<file path="src/bp_pkg.sv">
// Branch predictor definitions
package bp_pkg;

    // ******************************
    // sizes
    // ******************************
    localparam int xlen           = 32;
    localparam int btb_entries    = 32;
    localparam int btb_index_bits = $clog2(btb_entries);
    localparam int btb_tag_bits   = xlen - btb_index_bits - 2; // above index and byte offset.
    localparam int ghr_bits       = 5;
    localparam int pht_entries    = 1 << ghr_bits;

    // major opcodes seen by the predictor; anything else folds into op_other.
    typedef enum logic [6:0] {
        op_other  = 7'b0000000,
        op_branch = 7'b1100011,
        op_jal    = 7'b1101111,
        op_jalr   = 7'b1100111
    } opcode_e;

    typedef enum logic {
        kind_branch = 1'b0,
        kind_jump   = 1'b1
    } entry_kind_e;

    // the top bit of the state is the predicted direction.
    typedef enum logic [1:0] {
        strong_not_taken = 2'b00,
        weak_not_taken   = 2'b01,
        weak_taken       = 2'b10,
        strong_taken     = 2'b11
    } counter_e;

    function automatic opcode_e decode_opcode(input logic [6:0] raw);
        case (raw)
            7'b1100011: return op_branch;
            7'b1101111: return op_jal;
            7'b1100111: return op_jalr;
            default:    return op_other;
        endcase
    endfunction

endpackage

</file>
<file path="src/bp_update_if.sv">
// Resolved branch update bus
`timescale 1ns/10ps

interface bp_update_if;

    logic                       valid;     // one-cycle strobe.
    logic [bp_pkg::xlen-1:0]    pc;
    logic [bp_pkg::xlen-1:0]    target;
    logic [6:0]                 opcode;
    logic                       taken;
    logic [bp_pkg::ghr_bits-1:0] pht_index; // index saved at fetch time.

    // the execute side drives the fields.
    modport source (
        output valid,
        output pc,
        output target,
        output opcode,
        output taken,
        output pht_index
    );

    // the BTB and the direction predictor both listen.
    modport sink (
        input valid,
        input pc,
        input target,
        input opcode,
        input taken,
        input pht_index
    );

endinterface

</file>
<file path="src/branch_target_buffer.sv">
// Branch target buffer
`timescale 1ns/10ps

module branch_target_buffer (
    input  logic                        clk,
    input  logic                        reset_i,
    input  logic [bp_pkg::xlen-1:0]     pc_i,
    bp_update_if.sink                   upd,
    output logic                        hit_o,
    output bp_pkg::entry_kind_e         kind_o,
    output logic [bp_pkg::xlen-1:0]     target_o
);

    logic                               valid_q  [bp_pkg::btb_entries];
    logic [bp_pkg::btb_tag_bits-1:0]    tag_q    [bp_pkg::btb_entries];
    bp_pkg::entry_kind_e                kind_q   [bp_pkg::btb_entries];
    logic [bp_pkg::xlen-1:0]            target_q [bp_pkg::btb_entries];

    logic [bp_pkg::btb_index_bits-1:0]  rd_index;
    logic [bp_pkg::btb_tag_bits-1:0]    rd_tag;
    logic [bp_pkg::btb_index_bits-1:0]  wr_index;
    logic [bp_pkg::btb_tag_bits-1:0]    wr_tag;
    bp_pkg::opcode_e                    upd_op;
    logic                               wr_en;
    bp_pkg::entry_kind_e                wr_kind;

    // ******************************
    // lookup
    // ******************************
    assign rd_index = pc_i[bp_pkg::btb_index_bits+1:2];
    assign rd_tag   = pc_i[bp_pkg::xlen-1:bp_pkg::btb_index_bits+2];

    assign hit_o    = valid_q[rd_index] && (tag_q[rd_index] == rd_tag);
    assign kind_o   = kind_q[rd_index];
    assign target_o = target_q[rd_index];

    // ******************************
    // install
    // ******************************
    assign wr_index = upd.pc[bp_pkg::btb_index_bits+1:2];
    assign wr_tag   = upd.pc[bp_pkg::xlen-1:bp_pkg::btb_index_bits+2];
    assign upd_op   = bp_pkg::decode_opcode(upd.opcode);

    // Every control transfer gets an entry, a conditional one as a branch.
    always_comb begin
        wr_en   = 1'b0;
        wr_kind = bp_pkg::kind_branch;
        case (upd_op)
            bp_pkg::op_branch: begin
                wr_en = upd.valid;
            end
            bp_pkg::op_jal, bp_pkg::op_jalr: begin
                wr_en   = upd.valid;
                wr_kind = bp_pkg::kind_jump;
            end
            default: begin
                wr_en = 1'b0;
            end
        endcase
    end

    always_ff @(posedge clk) begin
        if (reset_i) begin
            for (int i = 0; i < bp_pkg::btb_entries; i++) begin
                valid_q[i] <= 1'b0;
            end
        end else if (wr_en) begin
            valid_q[wr_index] <= 1'b1; // overwrites whatever lived at this index.
        end
    end

    always_ff @(posedge clk) begin
        if (wr_en) begin
            tag_q[wr_index]    <= wr_tag;
            kind_q[wr_index]   <= wr_kind;
            target_q[wr_index] <= upd.target;
        end
    end

endmodule

</file>
<file path="src/gshare_predictor.sv">
// Gshare direction predictor
`timescale 1ns/10ps

module gshare_predictor (
    input  logic                            clk,
    input  logic                            reset_i,
    input  logic [bp_pkg::xlen-1:0]         pc_i,
    input  logic                            ghr_clear_i,
    bp_update_if.sink                       upd,
    output bp_pkg::counter_e                counter_o,
    output logic [bp_pkg::ghr_bits-1:0]     pht_index_o
);

    logic [bp_pkg::ghr_bits-1:0]    ghr_q;
    bp_pkg::counter_e               pht_q [bp_pkg::pht_entries];

    logic                           branch_upd;
    bp_pkg::counter_e               pht_cur;
    bp_pkg::counter_e               pht_next;

    // ******************************
    // lookup
    // ******************************
    assign pht_index_o = pc_i[bp_pkg::ghr_bits+1:2] ^ ghr_q;
    assign counter_o   = pht_q[pht_index_o];

    // only conditional branches train the counters and the history.
    assign branch_upd = upd.valid && (bp_pkg::decode_opcode(upd.opcode) == bp_pkg::op_branch);

    // the index comes back from the pipeline, not from the current history.
    assign pht_cur = pht_q[upd.pht_index];

    always_comb begin
        pht_next = pht_cur;
        if (upd.taken) begin
            if (pht_cur != bp_pkg::strong_taken) begin
                pht_next = bp_pkg::counter_e'(pht_cur + 2'd1);
            end
        end else begin
            if (pht_cur != bp_pkg::strong_not_taken) begin
                pht_next = bp_pkg::counter_e'(pht_cur - 2'd1);
            end
        end
    end

    // ******************************
    // state
    // ******************************
    always_ff @(posedge clk) begin
        if (reset_i) begin
            for (int i = 0; i < bp_pkg::pht_entries; i++) begin
                pht_q[i] <= bp_pkg::weak_not_taken;
            end
        end else if (branch_upd) begin
            pht_q[upd.pht_index] <= pht_next;
        end
    end

    always_ff @(posedge clk) begin
        if (reset_i || ghr_clear_i) begin
            ghr_q <= '0; // a clear wins over a shift in the same cycle.
        end else if (branch_upd) begin
            ghr_q <= {ghr_q[bp_pkg::ghr_bits-2:0], upd.taken};
        end
    end

endmodule

</file>
<file path="src/fetch_redirect.sv">
// Next fetch address select
`timescale 1ns/10ps

module fetch_redirect (
    input  logic [bp_pkg::xlen-1:0]     pc_i,
    input  logic                        hit_i,
    input  bp_pkg::entry_kind_e         kind_i,
    input  bp_pkg::counter_e            counter_i,
    input  logic [bp_pkg::xlen-1:0]     target_i,
    output logic                        taken_o,
    output logic [bp_pkg::xlen-1:0]     next_pc_o
);

    logic                       jump_hit;
    logic                       branch_hit;
    logic                       predict_taken;
    logic [bp_pkg::xlen-1:0]    seq_pc;

    assign predict_taken = counter_i[1]; // top bit of the counter is the direction.

    // jumps are always taken; branches follow their counter.
    assign jump_hit   = hit_i && (kind_i == bp_pkg::kind_jump);
    assign branch_hit = hit_i && (kind_i == bp_pkg::kind_branch) && predict_taken;

    assign taken_o = jump_hit || branch_hit;

    // a miss or a not-taken branch just falls through.
    assign seq_pc    = pc_i + bp_pkg::xlen'(4);
    assign next_pc_o = taken_o ? target_i : seq_pc;

endmodule

</file>
<file path="src/branch_predictor_top.sv">
// Fetch stage branch predictor
`timescale 1ns/10ps

module branch_predictor_top (
    input  logic                            clk,
    input  logic                            reset_i,

    // fetch side.
    input  logic [bp_pkg::xlen-1:0]         pc_i,
    output logic                            taken_o,
    output logic [bp_pkg::xlen-1:0]         next_pc_o,
    output logic [bp_pkg::ghr_bits-1:0]     pht_index_o,

    // resolved transfers from execute.
    input  logic                            update_valid_i,
    input  logic [bp_pkg::xlen-1:0]         update_pc_i,
    input  logic [bp_pkg::xlen-1:0]         update_target_i,
    input  logic [6:0]                      update_opcode_i,
    input  logic                            update_taken_i,
    input  logic [bp_pkg::ghr_bits-1:0]     update_pht_index_i,
    input  logic                            ghr_clear_i
);

    logic                       btb_hit;
    bp_pkg::entry_kind_e        btb_kind;
    logic [bp_pkg::xlen-1:0]    btb_target;
    bp_pkg::counter_e           gs_counter;

    // ******************************
    // update bus
    // ******************************
    bp_update_if upd_if ();

    assign upd_if.valid     = update_valid_i;
    assign upd_if.pc        = update_pc_i;
    assign upd_if.target    = update_target_i;
    assign upd_if.opcode    = update_opcode_i;
    assign upd_if.taken     = update_taken_i;
    assign upd_if.pht_index = update_pht_index_i;

    // ******************************
    // predictor parts
    // ******************************
    branch_target_buffer u_btb (
        .clk      (clk),
        .reset_i  (reset_i),
        .pc_i     (pc_i),
        .upd      (upd_if.sink),
        .hit_o    (btb_hit),
        .kind_o   (btb_kind),
        .target_o (btb_target)
    );

    gshare_predictor u_gshare (
        .clk         (clk),
        .reset_i     (reset_i),
        .pc_i        (pc_i),
        .ghr_clear_i (ghr_clear_i),
        .upd         (upd_if.sink),
        .counter_o   (gs_counter),
        .pht_index_o (pht_index_o) // carried down the pipe and returned with the update.
    );

    fetch_redirect u_redirect (
        .pc_i      (pc_i),
        .hit_i     (btb_hit),
        .kind_i    (btb_kind),
        .counter_i (gs_counter),
        .target_i  (btb_target),
        .taken_o   (taken_o),
        .next_pc_o (next_pc_o)
    );

endmodule

</file>
<file path="config.mk">
export PLATFORM = sky130hd
export DESIGN_NAME = branch_predictor_top
export DESIGN_NICKNAME = d
export VERILOG_FILES = /design/src/bp_pkg.sv /design/src/bp_update_if.sv /design/src/branch_target_buffer.sv /design/src/gshare_predictor.sv /design/src/fetch_redirect.sv /design/src/branch_predictor_top.sv
export SDC_FILE = /design/constraint.sdc
export NUM_CORES = 2
export LEC_CHECK = 0
export BUFFER_PORTS_ARGS = -buffer_cell sky130_fd_sc_hd__buf_2
export CORE_MARGIN = 2
export CORE_UTILIZATION = 47
export CTS_BUF_LIST = sky130_fd_sc_hd__clkbuf_8
export CTS_CLUSTER_SIZE = 30
export DETAILED_ROUTE_END_ITERATION = 7
export GPL_ROUTABILITY_DRIVEN = 0
export REMOVE_ABC_BUFFERS = 1
export SLEW_MARGIN = 10
export SYNTH_ARGS = -nofsm -noshare
export SYNTH_HDL_FRONTEND = slang
export SYNTH_SLANG_ARGS = --single-unit
</file>
<file path="constraint.sdc">
create_clock -name clk -period 7.4 [get_ports clk]
set_input_delay 0.74 -clock clk [delete_from_list [all_inputs] [get_ports clk]]
set_output_delay 0.74 -clock clk [all_outputs]
set_load 0.01 [all_outputs]
</file>
Word level (Yosys, flattened, before mapping) --
Memory sizes are Yosys's and may differ from the RTL's. Cells that the tools add are included.
Storage, ports and cells: flip-flop bits (word level) 5, bits in writable memories 1952, input port bits 113, output and inout port bits 38, word-level logic and storage cells 53, memories kept 5
Operators by class: add/sub/neg operators 3, equal/unequal tests 8, mux-type cells 22, bitwise logic cells 2, reductions and logical operators 12
Memories:
- u_btb.target_q | words 32, width 32, rd ports 1, clocked after Yosys merged registers in 0, wr ports 1, RTL line branch_target_buffer.sv:17 | logic [bp_pkg::xlen-1:0] target_q [bp_pkg::btb_entries];
- u_btb.tag_q | words 32, width 25, rd ports 1, clocked after Yosys merged registers in 0, wr ports 1, RTL line branch_target_buffer.sv:15 | logic [bp_pkg::btb_tag_bits-1:0] tag_q [bp_pkg::btb_entries];
- u_gshare.pht_q | words 32, width 2, rd ports 2, clocked after Yosys merged registers in 0, wr ports 32, RTL line gshare_predictor.sv:15 | bp_pkg::counter_e pht_q [bp_pkg::pht_entries];
- u_btb.kind_q | words 32, width 1, rd ports 1, clocked after Yosys merged registers in 0, wr ports 1, RTL line branch_target_buffer.sv:16 | bp_pkg::entry_kind_e kind_q [bp_pkg::btb_entries];
- u_btb.valid_q | words 32, width 1, rd ports 1, clocked after Yosys merged registers in 0, wr ports 32, RTL line branch_target_buffer.sv:14 | logic valid_q [bp_pkg::btb_entries];
Operators with widths (number):
- 7-bit == test, second input constant | 6
- 32-bit by 3-bit adder with 32-bit output, second input constant | 1
- 32-bit 2-to-1 mux | 1
- 25-bit == test | 1
- 7-bit one-hot mux with 3 select lines | 1
- 1-bit 2-to-1 mux | 14
- 5-bit 2-to-1 mux | 2
- 2-bit 2-to-1 mux | 4
- 1-bit logical AND | 5
- 5-bit bitwise XOR | 1
- 2-bit OR reduction | 2
- 3-bit OR reduction | 1
- 2-bit by 1-bit adder with 2-bit output, second input constant | 1
- 1-bit logical OR | 2
- 2-bit != test, second input constant | 1
- 2-bit nonzero test | 1
- 2-bit by 1-bit subtractor with 2-bit output, second input constant | 1
- 1-bit NOT | 1
- 1-bit OR reduction | 1

Logic depth before layout (Yosys ltp) --
word-level depth 10, mapped depth 16, gate-level depth less buffers 9

Hierarchy --
Synthesis repeated with hierarchy kept, for this count alone.
Second synthesis, totals: cell total of the unflattened synthesis 3667, area total of the unflattened synthesis 77434.3 um^2
By module, submodules not included:
- branch_target_buffer | instances 1, cells each 3144, area each 72204.2 um^2, sequential area each 56374.1 um^2
- gshare_predictor | instances 1, cells each 358, area each 4257.8 um^2, sequential area each 2021.9 um^2
- fetch_redirect | instances 1, cells each 165, area each 972.2 um^2, sequential area each 0.0 um^2

Worst setup path after synthesis --
Ideal clock, no wire load.
kind in2reg, start input update_opcode_i[5], end memory u_btb.kind_q[14] (netlist name), enable pin, library setup time 476 ps, arrival 4076 ps, data required time 6924 ps, setup slack 2849 ps, cell stages on the path 7, path buffers 1, cells stage by stage nand3_1 -> nor3b_1 -> nand2_1 -> nor3b_1 -> nand2b_1 -> clkbuf_1 -> nor2_1
On the way: longest elaborated chain between the ends 7, elaborated cells on any way between the ends 11, classes of those cells eq/ne (6); mux (4); reduce/logical (1)
Ends and longest elaborated chain:
- start: declaration | RTL line branch_predictor_top.sv:18 | input logic [6:0] update_opcode_i,
- 7-bit == test | RTL line bp_pkg.sv:36 | case (raw)
- 7-bit one-hot mux with 3 select lines (*) | RTL line bp_pkg.sv:36
- 7-bit == test | RTL line branch_target_buffer.sv:48 | case (upd_op)
- 3-bit OR reduction (no line) (*)
- 1-bit 2-to-1 mux (*) | RTL line branch_target_buffer.sv:48
- 1-bit 2-to-1 mux (*) | RTL line branch_target_buffer.sv:73 | if (wr_en) begin
- 1-bit 2-to-1 mux (implied by the code) (*) | RTL line branch_target_buffer.sv:75 | kind_q[wr_index] <= wr_kind;
- end: declaration | RTL line branch_target_buffer.sv:16
Every way passes the cells marked *; elsewhere a longest branch is shown, timed or not.

Worst setup path in the final report --
start input pc_i[3] (netlist name), end output next_pc_o[12] (netlist name)
On the way: longest elaborated chain between the ends 7, elaborated cells on any way between the ends 15, classes of those cells add/sub (1); eq/ne (1); mux (1); bitwise (2); reduce/logical (5); memory (5)
Ends and longest elaborated chain:
- start: declaration | RTL line branch_predictor_top.sv:9 | input logic [bp_pkg::xlen-1:0] pc_i,
- memory read 32 x 25 bit
- 25-bit == test | RTL line branch_target_buffer.sv:33 | assign hit_o = valid_q[rd_index] && (tag_q[rd_index] == rd_tag);
- 1-bit logical AND | RTL line branch_target_buffer.sv:33
- 1-bit logical AND (2 in series) | RTL line fetch_redirect.sv:23 | assign branch_hit = hit_i && (kind_i == bp_pkg::kind_branch) && predict_taken;
- 1-bit logical OR | RTL line fetch_redirect.sv:25 | assign taken_o = jump_hit || branch_hit;
- 32-bit 2-to-1 mux (*) | RTL line fetch_redirect.sv:29 | assign next_pc_o = taken_o ? target_i : seq_pc;
- end: declaration | RTL line branch_predictor_top.sv:11 | output logic [bp_pkg::xlen-1:0] next_pc_o,
Marked as above.

==> results by group <==
Die
  • Die area: 0.167 sq mm
  • Core footprint: 0.162 sq mm
  • IO Pins: 151
  • Die height: 408 um
  • Starting density of the core: 47.3%
  • Die width: 408 um
  • # rows: 148

Timing
  • Worst Skew: 0.0625 ns
  • Max Clk Rate: 155 MHz
  • RSZ-0062 raised after global routing: no
  • Final Hold Viols: 0
  • Worst slew margin: 19.5%
  • Hold WS: 0.205 ns
  • Min Tclk post-route: 6.46 ns
  • Worst-Margin Slew: 1.20 ns
  • Final period util: 87.3%
  • TNS Setup: 0 ns
  • Number of pins with negative max-slew slack in the final report: 0
  • Final WS setup: 0.942 ns
  • # setup viols final: 0

Setup path
  • Buf/Inv on CP: 5
  • CP Launch Type: input pin
  • Flop-to-flop setup slack: 4.57 ns
  • Slowest stage cell, crit path: buf_4
  • Worst EP arrival: 5.72 ns
  • Crit path capture type: primary output
  • RR Endpoint: u_gshare.pht_q[26][0]
  • CP peak stage delay: 0.68 ns
  • Crit path depth: 14
  • Crit Path Max Fanout: 46
  • R2R cell count: 7
  • Crit path top cell by count: buf_4
  • Crit path capture: next_pc_o[12]
  • Critical path class: input pin to primary output
  • Reg-to-Reg Start: u_gshare.pht_q[11][1]
  • CP Launch Point: pc_i[3]
  • CP required: 6.66 ns
  • Crit-path cells: buf_8 -> buf_4 -> mux4_2 -> and2_1 -> a211oi_1 -> nor3_1 -> nor4b_1 -> nand4_1 -> nor4_4 -> buf_12 -> buf_4 -> nor2_1 -> a21oi_1 -> buf_2
  • Kind of cell adding the most delay to the critical path: buffers and inverters

Clock tree
  • Post-CTS Setup Inserts: 0
  • Clk slew on worst S/H paths: 0.06 ns
  • H-tree depth: 5
  • Root Driver: clkbuf_8
  • CTS tree: done
  • Worst-Skew Late Latency: 1.02 ns
  • Max Buffers Root-to-Sink: 4
  • Num CTS Buffers: 330
  • CTS Sinks: 1957

Drt
  • Detailed Route Iter0 Violations: 4721
  • TritonRoute pass-1 iters: 8
  • Drc violations: 0
  • Detail Route Antenna Nets: 0
  • Wirelength, routed: 207000 um
  • WL/cell: 32.5 um
  • Via density: 6.08
  • DR vias: 38.6k

Yosys
  • Post-synthesis cell count: 3555
  • Post-synth top area share: 75.1%
  • Asr flop ratio synth: 0%
  • Post-synthesis sequential area ratio: 76.1%
  • FF+latch count, synth: 1957
  • Number of flops mapped to enable cells by yosys: 1920
  • Count leader, synth: edfxtp_1
  • Primary FF master, synth: edfxtp_1
  • Synth cell types: 70
  • Leading area contributor after synthesis: edfxtp_1
  • Most instantiated cells after synthesis: edfxtp_1, mux4_2, nor2_1
  • Mapped Area: 0.0767 sq mm
  • Syn_area_per_cell: 21.6 sq um
  • Synthesis Warnings: 0
  • Synth top area cells: edfxtp_1, mux4_2, mux2i_1

Power
  • Clock power frac: 39.1%
  • LEAKAGE: 27.5 nW
  • Design Power: 0.0218 W
  • Peak VDD IR: 0.202 mV
  • Power Density: 252 mW/mm^2
  • Logic gate share of total power: 5.0%
  • Psw: 0.00484 W
  • Net Sw Frac: 22.2%
  • Flop pwr share: 55.9%
  • Int Power: 0.0170 W

Layout
  • Multi-input gate area: 0.0176 sq mm
  • Synthesis-to-finish area growth: 12.6%
  • Filler instances: 12.7k
  • Share of cells above drive strength 1: 28.5%
  • # nets final: 4055
  • Reg area: 0.0584 sq mm

Global route
  • Global Route Usage Sum: 24.8%
  • Initial antenna violation count: 33
  • Vias in the first global route: 39.0k
  • Largest net degree at the start of global routing: 130
  • Gr ovfl total: 0
  • Global-route wire length before repair: 291000 um

Status
  • Status: finished, final reports clean

Run
  • Max cap viols: 0

Placed design
  • DP HPWL: 108000 um
  • Pre-CTS WS: 1.03 ns
  • Port bufs: 148

Hold path
  • Worst hold-check path type: input pin to flip-flop
## cell type report
type | instances | share of cell area [%]
flip-flops and latches | 1957 | 67.6
multi-input cells | 1387 | 20.4
clock buffers | 337 | 5.37
well taps | 2175 | 3.15
repair buffers | 254 | 2.29
clock inverters | 220 | 1.17
inverters | 11 | 0.0507
diodes | 12 | 0.0348
## cells in the final DEF, fill, tap and decap left out, types with 12 or more instances in the layout
master / instances
edfxtp_1: 1920
mux4_2: 500
clkbuf_8: 337
mux2i_1: 168
buf_2: 144
nor2_1: 143
inv_1: 117
clkinv_1: 79
nand2_1: 75
buf_4: 73
nand3_1: 39
dfxtp_1: 37
a21oi_1: 36
nor2_4: 32
buf_12: 32
a22oi_1: 30
o221ai_1: 29
nor3_1: 27
xnor2_1: 26
nand2b_1: 24
clkinv_2: 23
a22o_1: 22
nand4_1: 18
and2_1: 16
diode_2: 12
## worst min-delay path by stage
stage | from | slack [ns] | to | cells past startpoint
6_report | update_taken_i | 0.20 | u_gshare.ghr_q[0] | 5
2_1_floorplan | u_btb.valid_q[10] | 0.43 | u_btb.valid_q[10] | 2
3_5_place_dp | u_btb.valid_q[27] | 0.46 | u_btb.valid_q[27] | 2
5_1_grt | update_pc_i[20] | 0.16 | u_btb.tag_q[20][13] | 1
4_1_cts | update_taken_i | 0.10 | u_gshare.ghr_q[0] | 5
3_3_place_gp | u_btb.valid_q[11] | 0.45 | u_btb.valid_q[11] | 2
## power by group through the flow
stage / registers (W) / logic [W] / clock network [W]
floorplan: 0.0124 / 0.000495 / 0
global placement: 0.0124 / 0.00109 / 0
detailed placement: 0.0124 / 0.00110 / 0
CTS: 0.0122 / 0.00110 / 0.00870
global route: 0.0122 / 0.00116 / 0.00917
finish: 0.0122 / 0.00109 / 0.00853
## metal layers
metal | vias to the layer above | track usage, % | wire length [um]
met1 | 20700 | 35.5 | 85600
met3 | 358 | 5.05 | 17000
met4 | 26 | 6.88 | 4800
li1 | 15800 | - | -
met5 | - | 0 | 158
met2 | 1712 | 38.9 | 99200
## through the flow
step,util (%),instances,instance area (sq um)
4_1_cts,53.2,6341,86400
6_report,53.2,6353,86400
3_3_place_gp,49.7,5783,80700
3_5_place_dp,49.7,5783,80700
2_1_floorplan,-,3355,75800
5_1_grt,53.2,6349,86400
## repair_timing
item	CTS	global route
resized for setup	0	0
hold buffers	1	0
hold endpoints to repair	5	0
endpoints found under the setup margin	0	0
## cells by family (layout without fill, tap and decap cells)
group	count (synthesis)	in the layout	synth area share, %
flops	1957	1957	76.1
mux	680	680	17.1
simple gates	458	458	2.93
buf+inv	211	822	1.35
compound gates	210	210	2.09
xor+xnor	36	36	0.421
fa+ha+maj	3	3	0.0424
other cells	0	12	0
## sequential cells by signal, indices dropped and copies added (netlist names)
register and cells:
u_btb.kind_q 32, u_btb.tag_q 800, u_btb.target_q 1024, u_btb.valid_q 32, u_gshare.ghr_q 5, u_gshare.pht_q 64
## worst min-delay path, cell delays in order
cell and delay [ns]:
buf_2 0.08, inv_1 0.09, nor2_1 0.12, a21oi_1 0.05, nor3_1 0.10
Note: power is estimated with default switching activity, not from simulation.
